==> config.mk <==
export PLATFORM = sky130hd
export DESIGN_NAME = avmm_host_wr
export DESIGN_NICKNAME = d
export VERILOG_FILES = /design/src/source/avmm_host_wr_pkg.sv /design/src/source/avmm_host_wr.sv /design/src/source/write_response.sv /design/src/source/burst_fifo.sv /design/src/source/irq_tracker.sv /design/src/source/burst_splitter.sv
export SDC_FILE = /design/constraint.sdc
export NUM_CORES = 1
export LEC_CHECK = 0
export ABC_AREA = 1
export BUFFER_PORTS_ARGS = -buffer_cell sky130_fd_sc_hd__buf_2
export CAP_MARGIN = 25
export CORE_AREA = 2 2 453 455
export DETAILED_ROUTE_END_ITERATION = 8
export DIE_AREA = 0 0 455 457
export PLACE_DENSITY = 0.39
export SYNTH_ARGS = -nofsm -noshare
export SYNTH_HDL_FRONTEND = slang
export SYNTH_HIERARCHICAL = 1
export SYNTH_SLANG_ARGS = --single-unit
==> constraint.sdc <==
create_clock -name clk -period 5.25 [get_ports clk]
set_input_delay 0.2625 -clock clk [delete_from_list [all_inputs] [get_ports clk]]
set_output_delay 0.2625 -clock clk [all_outputs]
set_load 0.01 [all_outputs]
==> src/source/avmm_host_wr_pkg.sv <==
/*
 * shared widths, encodings and channel structs for the Avalon host write slave
 */
`default_nettype none

package avmm_host_wr_pkg;

	// sizes fixed by the host protocol
	localparam int line_data_width = 512;
	localparam int byte_addr_width = 48;
	localparam int line_addr_width = 42;
	localparam int burst_width = 3;
	localparam int irq_lines = 4;
	localparam int irq_id_width = 2;
	localparam int mdata_width = 16;
	localparam int burst_fifo_depth = 64;
	localparam int burst_fifo_addr_width = 6;
	// worst case is 64 bursts of 4 lines in flight
	localparam int rsp_count_width = 9;

	typedef logic [line_data_width-1:0] line_data_t;
	typedef logic [byte_addr_width-1:0] byte_addr_t;
	typedef logic [line_addr_width-1:0] line_addr_t;
	typedef logic [burst_width-1:0] burst_t;
	typedef logic [irq_lines-1:0] irq_vec_t;
	typedef logic [irq_id_width-1:0] irq_id_t;
	typedef logic [mdata_width-1:0] mdata_t;
	typedef logic [rsp_count_width-1:0] rsp_count_t;

	// code 2 is not a legal length on the host channel
	typedef enum logic [1:0] {
		cl_len_1 = 2'd0,
		cl_len_2 = 2'd1,
		cl_len_4 = 2'd3
	} cl_len_e;

	typedef enum logic [3:0] {
		req_wrline = 4'h0,
		req_intr = 4'h6
	} req_type_e;

	typedef enum logic [3:0] {
		rsp_wrline = 4'h1,
		rsp_other = 4'hf
	} rsp_type_e;

	typedef struct packed {
		req_type_e req_type;
		cl_len_e cl_len;
		logic sop;
		line_addr_t address;
		mdata_t mdata;
	} tx_hdr_t;

	typedef struct packed {
		logic valid;
		tx_hdr_t hdr;
		line_data_t data;
	} tx_req_t;

	// cl_num holds the number of lines minus one
	typedef struct packed {
		logic valid;
		rsp_type_e resp_type;
		logic [1:0] cl_num;
	} rx_rsp_t;

endpackage

`default_nettype wire
==> src/source/avmm_host_wr.sv <==
/*
 * Avalon-MM write slave onto the host transmit channel
 * issues line writes and interrupts and returns write responses per burst
 */
`timescale 1ns/1ns
`default_nettype none

module avmm_host_wr
	import avmm_host_wr_pkg::*;
(
	input wire logic clk,
	input wire logic reset,
	input wire logic write,
	input wire byte_addr_t address,
	input wire burst_t burstcount,
	input wire line_data_t writedata,
	output logic waitrequest,
	output logic write_responsevalid,
	input wire logic tx_almost_full,
	output tx_req_t tx,
	input wire rx_rsp_t rx,
	input wire irq_vec_t irq
);

	// registered copy of the negated almost-full
	logic ready_q;
	logic beat_accept;
	logic at_burst_boundary;
	logic burst_start;
	logic irq_issue;
	irq_id_t irq_id;
	logic fifo_full;
	tx_hdr_t mem_hdr;
	tx_hdr_t irq_hdr;
	tx_hdr_t next_hdr;
	mdata_t mdata_q;
	logic tx_next_valid;

	// **************************************************
	// Avalon handshake
	// **************************************************

	// almost-full leaves room for the one beat that gets in during the lag
	always_ff @(posedge clk)
	begin
		if (reset)
			ready_q <= 1'b0;
		else
			ready_q <= ~tx_almost_full;
	end

	// a full burst FIFO only stalls the beat that would open a burst
	assign waitrequest = ~ready_q | irq_issue | (fifo_full & at_burst_boundary);
	assign beat_accept = write & ~waitrequest;

	burst_splitter i_burst_splitter (
		.clk(clk),
		.reset(reset),
		.write(write),
		.address(address),
		.burstcount(burstcount),
		.beat_accept(beat_accept),
		.start_allowed(~fifo_full),
		.mdata(mdata_q),
		.mem_hdr(mem_hdr),
		.at_burst_boundary(at_burst_boundary),
		.burst_start(burst_start)
	);

	irq_tracker i_irq_tracker (
		.clk(clk),
		.reset(reset),
		.irq(irq),
		.at_burst_boundary(at_burst_boundary),
		.tx_almost_full(tx_almost_full),
		.irq_issue(irq_issue),
		.irq_id(irq_id)
	);

	write_response i_write_response (
		.clk(clk),
		.reset(reset),
		.burst_start(burst_start),
		.burstcount(burstcount),
		.rx(rx),
		.fifo_full(fifo_full),
		.write_responsevalid(write_responsevalid)
	);

	// **************************************************
	// request select and transmit stage
	// **************************************************

	// the interrupt number rides in the tag field
	always_comb
	begin
		irq_hdr.req_type = req_intr;
		irq_hdr.cl_len = cl_len_1;
		irq_hdr.sop = 1'b0;
		irq_hdr.address = '0;
		irq_hdr.mdata = mdata_t'(irq_id);
	end

	// waitrequest is high whenever an interrupt goes out so the two never collide
	assign next_hdr = irq_issue ? irq_hdr : mem_hdr;
	assign tx_next_valid = beat_accept | irq_issue;

	// the tag steps once per request of either kind
	always_ff @(posedge clk)
	begin
		if (reset)
			mdata_q <= '0;
		else if (tx_next_valid)
			mdata_q <= mdata_q + mdata_t'(1);
	end

	always_ff @(posedge clk)
	begin
		tx.hdr <= next_hdr;
		tx.data <= writedata;
		if (reset)
			tx.valid <= 1'b0;
		else
			tx.valid <= tx_next_valid;
	end

endmodule

`default_nettype wire

==> src/source/write_response.sv <==
/*
 * write response tracker
 * folds returning line responses into one Avalon response per burst, in order
 */
`timescale 1ns/1ns
`default_nettype none

module write_response
	import avmm_host_wr_pkg::*;
(
	input wire logic clk,
	input wire logic reset,
	input wire logic burst_start,
	input wire burst_t burstcount,
	input wire rx_rsp_t rx,
	output logic fifo_full,
	output logic write_responsevalid
);

	// lines that came back but are not yet matched to a burst
	rsp_count_t rsp_count;
	rsp_count_t add_lines;
	rsp_count_t sub_lines;
	burst_t head_len;
	logic fifo_empty;
	logic rsp_in;
	logic pop;

	burst_fifo i_burst_fifo (
		.clk(clk),
		.reset(reset),
		.push(burst_start),
		.push_len(burstcount),
		.pop(pop),
		.head_len(head_len),
		.empty(fifo_empty),
		.full(fifo_full)
	);

	// responses are assumed to come back packed
	assign rsp_in = rx.valid & (rx.resp_type == rsp_wrline);

	// the oldest burst completes once enough lines have come back for it
	assign pop = ~fifo_empty & (rsp_count >= rsp_count_t'(head_len));

	assign add_lines = rsp_in ? rsp_count_t'(rx.cl_num) + rsp_count_t'(1) : '0;
	assign sub_lines = pop ? rsp_count_t'(head_len) : '0;

	always_ff @(posedge clk)
	begin
		if (reset)
		begin
			rsp_count <= '0;
			write_responsevalid <= 1'b0;
		end
		else
		begin
			// counts up and down in the same cycle when both happen
			rsp_count <= rsp_count + add_lines - sub_lines;
			// every response is OK so the pulse alone carries it
			write_responsevalid <= pop;
		end
	end

endmodule

`default_nettype wire

==> src/source/burst_fifo.sv <==
/*
 * show-ahead FIFO holding the lengths of Avalon bursts still awaiting a response
 */
`timescale 1ns/1ns
`default_nettype none

module burst_fifo
	import avmm_host_wr_pkg::*;
(
	input wire logic clk,
	input wire logic reset,
	input wire logic push,
	input wire burst_t push_len,
	input wire logic pop,
	output burst_t head_len,
	output logic empty,
	output logic full
);

	burst_t mem [burst_fifo_depth];
	logic [burst_fifo_addr_width-1:0] wr_ptr;
	logic [burst_fifo_addr_width-1:0] rd_ptr;
	// one bit wider than the pointers so that full can be told from empty
	logic [burst_fifo_addr_width:0] count;
	logic do_push;
	logic do_pop;

	assign empty = (count == '0);
	assign full = (count == (burst_fifo_addr_width + 1)'(burst_fifo_depth));

	// requests against a full or empty FIFO are dropped
	assign do_push = push & ~full;
	assign do_pop = pop & ~empty;

	// the head entry is read straight from the array
	assign head_len = mem[rd_ptr];

	always_ff @(posedge clk)
	begin
		if (do_push)
			mem[wr_ptr] <= push_len;
	end

	always_ff @(posedge clk)
	begin
		if (reset)
		begin
			wr_ptr <= '0;
			rd_ptr <= '0;
			count <= '0;
		end
		else
		begin
			if (do_push)
				wr_ptr <= wr_ptr + 1'b1;
			if (do_pop)
				rd_ptr <= rd_ptr + 1'b1;
			case ({do_push, do_pop})
				2'b10: count <= count + 1'b1;
				2'b01: count <= count - 1'b1;
				default: count <= count;
			endcase
		end
	end

endmodule

`default_nettype wire

==> src/source/irq_tracker.sv <==
/*
 * interrupt tracker
 * edge detects the interrupt lines and picks the lowest pending one to send
 */
`timescale 1ns/1ns
`default_nettype none

module irq_tracker
	import avmm_host_wr_pkg::*;
(
	input wire logic clk,
	input wire logic reset,
	input wire irq_vec_t irq,
	input wire logic at_burst_boundary,
	input wire logic tx_almost_full,
	output logic irq_issue,
	output irq_id_t irq_id
);

	// previous sample of the lines for the edge detect
	irq_vec_t irq_q;
	irq_vec_t pending;
	irq_vec_t rise;
	irq_vec_t clear;

	assign rise = irq & ~irq_q;

	// lowest index has the highest priority so it is checked last
	always_comb
	begin
		irq_id = '0;
		for (int i = irq_lines - 1; i >= 0; i--)
		begin
			if (pending[i])
				irq_id = irq_id_t'(i);
		end
	end

	// an interrupt never splits a multi line request
	assign irq_issue = (|pending) & at_burst_boundary & ~tx_almost_full;

	// only the chosen bit drops in the cycle its request is registered
	assign clear = irq_issue ? (irq_vec_t'(1) << irq_id) : '0;

	always_ff @(posedge clk)
	begin
		if (reset)
		begin
			irq_q <= '0;
			pending <= '0;
		end
		else
		begin
			irq_q <= irq;
			// a new edge on the line being cleared keeps it pending
			pending <= (pending & ~clear) | rise;
		end
	end

endmodule

`default_nettype wire

==> src/source/burst_splitter.sv <==
/*
 * burst splitter
 * maps Avalon write bursts onto memory write headers and chops unaligned bursts
 */
`timescale 1ns/1ns
`default_nettype none

module burst_splitter
	import avmm_host_wr_pkg::*;
(
	input wire logic clk,
	input wire logic reset,
	input wire logic write,
	input wire byte_addr_t address,
	input wire burst_t burstcount,
	input wire logic beat_accept,
	input wire logic start_allowed,
	input wire mdata_t mdata,
	output tx_hdr_t mem_hdr,
	output logic at_burst_boundary,
	output logic burst_start
);

	// beats still owed by the current burst after the one being accepted
	logic [1:0] beats_left;
	// line address of the next beat inside a burst
	line_addr_t next_addr;
	// set for the rest of a burst that is being sent as single lines
	logic chop_q;
	// length code captured at the start of the burst
	cl_len_e len_q;
	logic unaligned;
	cl_len_e start_len;
	burst_t burst_minus_one;
	logic step;

	// **************************************************
	// burst tracking
	// **************************************************

	// a zero count means the next beat opens a new burst
	assign at_burst_boundary = (beats_left == 2'd0);

	// start_allowed keeps the counters still when the FIFO can not track one more burst
	assign burst_start = at_burst_boundary & write & beat_accept & start_allowed;
	assign step = write & beat_accept & ~at_burst_boundary;

	// the largest burst is 4 so the remaining count fits in two bits
	assign burst_minus_one = burstcount - burst_t'(1);

	// a burst that does not sit on its own size or has 3 beats is sent one line at a time
	always_comb
	begin
		case (burstcount)
			3'd2: unaligned = address[6];
			3'd3: unaligned = 1'b1;
			3'd4: unaligned = (address[7:6] != 2'b00);
			default: unaligned = 1'b0;
		endcase
	end

	always_comb
	begin
		if (unaligned)
			start_len = cl_len_1;
		else
		begin
			case (burstcount)
				3'd2: start_len = cl_len_2;
				3'd4: start_len = cl_len_4;
				default: start_len = cl_len_1;
			endcase
		end
	end

	always_ff @(posedge clk)
	begin
		if (reset)
		begin
			beats_left <= 2'd0;
			chop_q <= 1'b0;
		end
		else if (burst_start)
		begin
			beats_left <= burst_minus_one[1:0];
			chop_q <= unaligned;
		end
		else if (step)
		begin
			beats_left <= beats_left - 2'd1;
			// the last beat of a chopped burst ends the chop
			if (beats_left == 2'd1)
				chop_q <= 1'b0;
		end
	end

	// the counter starts one line past the burst address since beat one uses the input
	always_ff @(posedge clk)
	begin
		if (burst_start)
		begin
			next_addr <= address[byte_addr_width-1:byte_addr_width-line_addr_width]
				+ line_addr_t'(1);
			len_q <= start_len;
		end
		else if (step)
			next_addr <= next_addr + line_addr_t'(1);
	end

	// **************************************************
	// header build
	// **************************************************

	always_comb
	begin
		mem_hdr.req_type = req_wrline;
		mem_hdr.mdata = mdata;
		if (at_burst_boundary)
		begin
			mem_hdr.cl_len = start_len;
			mem_hdr.sop = 1'b1;
			mem_hdr.address = address[byte_addr_width-1:byte_addr_width-line_addr_width];
		end
		else
		begin
			// chopped beats each open their own one line request
			mem_hdr.cl_len = len_q;
			mem_hdr.sop = chop_q;
			mem_hdr.address = next_addr;
		end
	end

endmodule

`default_nettype wire

==> reports/qor.txt <==
via/cell ratio -> 3.62
core area -> 203000 um2
TNS Setup -> 0 ns
Residual DRC -> 0
Synth Register Bits -> 877
CTS Buffer Depth -> 3
WHS Endpoint -> tx[562]
commonest non-fill, non-tap cell in the layout -> buf_2
1st-iter DRT viols -> 1714
Slew HR -> 40.2%
Port-buffer cells -> 1151
IO Pins -> 1158
post-route clock period utilization -> 79.9%
yosys synthesis warning count -> 6
GP Congestion -> 0.941
Worst R2R Setup Slack -> 1.05 ns
TritonCTS clock tree -> done
DIE WIDTH -> 455 um
Final nets -> 5031
R2R depth -> 29
area grow syn2layout -> 66.7%
post-cts sizing count -> 0
Worst path slowest cell -> fa_1
clock skew -> 0.0381 ns
Final ANT Viol Nets -> 0
sequential-to-total area share from yosys stat -> 71.2%
FF-to-FF End -> i_write_response/rsp_count[6]
critical path's most frequent cell -> nand2_1
CP Launch Type -> register
Routed wire per std cell -> 27.8 um
Clk pin slew, worst setup/hold paths -> 0.06 ns
Total Wirelength -> 202000 um
crit path kind -> reg2reg
via count -> 26300
Leakage -> 20.6 nW
CP Capture Type -> register
Fin Hold WS -> 0.0661 ns
Yosys top cell by area -> dfxtp_1
CTS Sinks -> 877
hold path cells -> 5
Netlist cell types -> 45
detailed placement HPWL -> 169000 um
Cell Pwr Density -> 422 nW/um2
number of setup violations in the final report -> 0
Initial Util -> 13.8%
Post-Syn Instances -> 2624
HP Class -> in2reg
GRT Resource Usage Total -> 18.9%
Filler cells -> 22300
critical hold path startpoint -> address[40]
outcome -> finished, final reports clean
Initial DRT Pass Iterations -> 5
most frequent cells in the layout -> buf_2, nand2_1, dfxtp_1
first-pass GRT wire length -> 255000 um
Num CTS Buffers -> 111
Congestion Overflow GR -> 0
Worst VDD drop -> 272 uV
Req. time, crit path -> 5.90 ns
Max Cap Viol -> 0
Synth top area share -> 45.9%
CTS root buf -> clkbuf_16
minimum clock period -> 4.20 ns
CP max FO -> 45
die height -> 457 um
FP Rows -> 166
WP data arrival -> 4.84 ns
max incr delay on CP -> 0.47 ns
RSZ-0062 raised after global routing -> no
H-tree Lvls -> 3
setup bufs post-CTS -> 0
mapped cell area -> 28000 um2
synthesized area per cell -> 10.7 um2
die area -> 208000 um2
layout cells sized above 1 -> 32.4%
Least-Margin Pin Slew -> 0.897 ns
Slew Viols, Final -> 0
top post-synthesis cells by area -> dfxtp_1, edfxtp_1, nand2_1
clk_lat worst skew -> 0.79 ns
Hold Fails Final Rpt -> 0
initial antenna violation count -> 217
vias in the first global route -> 26400
largest net degree at the start of global routing -> 56
Fmax -> 0.238 GHz
[critical path: cells and delay by family, from the launching register on]
kind                     cells  cell delay, ns
AND/OR/NAND/NOR             22            1.72
adder cells (fa/ha/maj)      3            1.18
buffers and inverters        3            0.60
flip-flops                   1            0.38
AO/OA/AOI/OAI                1            0.16
[layout make-up]
| class | instances | area, um2 | area share, % |
|---|---|---|---|
| clock buffer | 155 | 3180 | 6.82 |
| inverter | 230 | 871 | 1.87 |
| antenna | 59 | 148 | 0.317 |
| sequential | 877 | 19900 | 42.7 |
| tap | 2688 | 3360 | 7.21 |
| multi-input combinational | 1428 | 6630 | 14.2 |
| clock inverter | 56 | 664 | 1.42 |
| timing repair buffer | 1769 | 11900 | 25.4 |
[cell families (layout without fill, tap and decap cells)]
| kind of cell | count (synthesis) | after routing | share of synthesized area, % |
|---|---|---|---|
| buffers and inverters | 322 | 2210 | 5.20 |
| other | 1 | 63 | 0.0134 |
| DFF | 877 | 877 | 71.2 |
| adders and majority gates | 36 | 36 | 1.69 |
| and+or+nand+nor | 1257 | 1257 | 18.9 |
| xor gates and xnor gates | 33 | 33 | 1.03 |
| AOI/OAI and AO/OA | 98 | 98 | 1.93 |
[worst max path at each step]
stage                                        start                            end  slack [ns]  cells after the start
detailed placement                        register  i_write_response/rsp_count[6]        0.99                     29
floorplan           i_burst_splitter/beats_left[0]        i_burst_splitter/chop_q        1.24                     12
global placement                          register  i_write_response/rsp_count[6]        0.96                     29
finish                                    register  i_write_response/rsp_count[6]        1.05                     29
global route                              register  i_write_response/rsp_count[6]        0.60                     32
CTS                                       register  i_write_response/rsp_count[6]        0.98                     29
[registers in the layout (all words and copies together) (netlist names), 2 cells and up, named ones only]
| name | cells |
|---|---|
| i_write_response/i_burst_fifo/wr_ptr | 6 |
| i_write_response/i_burst_fifo/rd_ptr | 6 |
| i_write_response/rsp_count | 9 |
| i_burst_splitter/len_q | 2 |
| i_burst_splitter/next_addr | 42 |
| i_write_response/i_burst_fifo/mem | 192 |
| i_burst_splitter/beats_left | 2 |
| i_irq_tracker/pending | 4 |
| i_irq_tracker/irq_q | 4 |
| mdata_q | 16 |
| tx | 578 |
| i_write_response/i_burst_fifo/count | 7 |
[per-layer routing]
metal  up-vias  track usage [%]  routed length, um
li1      12000                -                  -
met1     12500             21.6              77200
met2      1266             28.8              87600
met3       433             11.7              28800
met4        72             5.85               7470
met5         -                0                452
[cells in the mapped netlist (all sizes together)]
cell type and count:
nand2 724, nor3 9, dfxtp 641, o21bai 2, and2 2, a22o 1, o211ai 2, clkbuf 16
a21oi 40, nand3b 2, fa 3, or2 4, ha 33, o21ai 50, conb 1, nand4 28
xnor2 16, inv 228, buf 76, nand3 211, nor3b 1, edfxtp 236, o31ai 1, clkinv 2
a31oi 2, xor2 17, nor2 276
[timing repair]
action	CTS	global route
endpoints found under the hold margin	670	0
hold buffers	564	0
endpoints found under the setup margin	0	0
[power by group]
| part | switching [mW] | leakage, nW | total, mW | internal [mW] |
|---|---|---|---|---|
| Combinational | 2.56 | 11.3 | 4.14 | 1.58 |
| Clock | 3.36 | 1.85 | 8.06 | 4.70 |
| Sequential | 0.175 | 7.51 | 7.48 | 7.30 |
[stage by stage]
step           instances  cell area, um2  setup WS, ns  power (mW)  util (%)
2_1_floorplan       2627           28000          1.24        9.73         -
3_3_place_gp        6427           37000         0.957        11.4      18.2
3_5_place_dp        6428           37000         0.992        11.4      18.2
4_1_cts             7203           46500         0.978        20.1      22.9
5_1_grt             7224           46500         0.603        20.7      22.9
6_report            7262           46600          1.05        19.7      22.9
No activity file was read; power rests on OpenSTA's default activity.
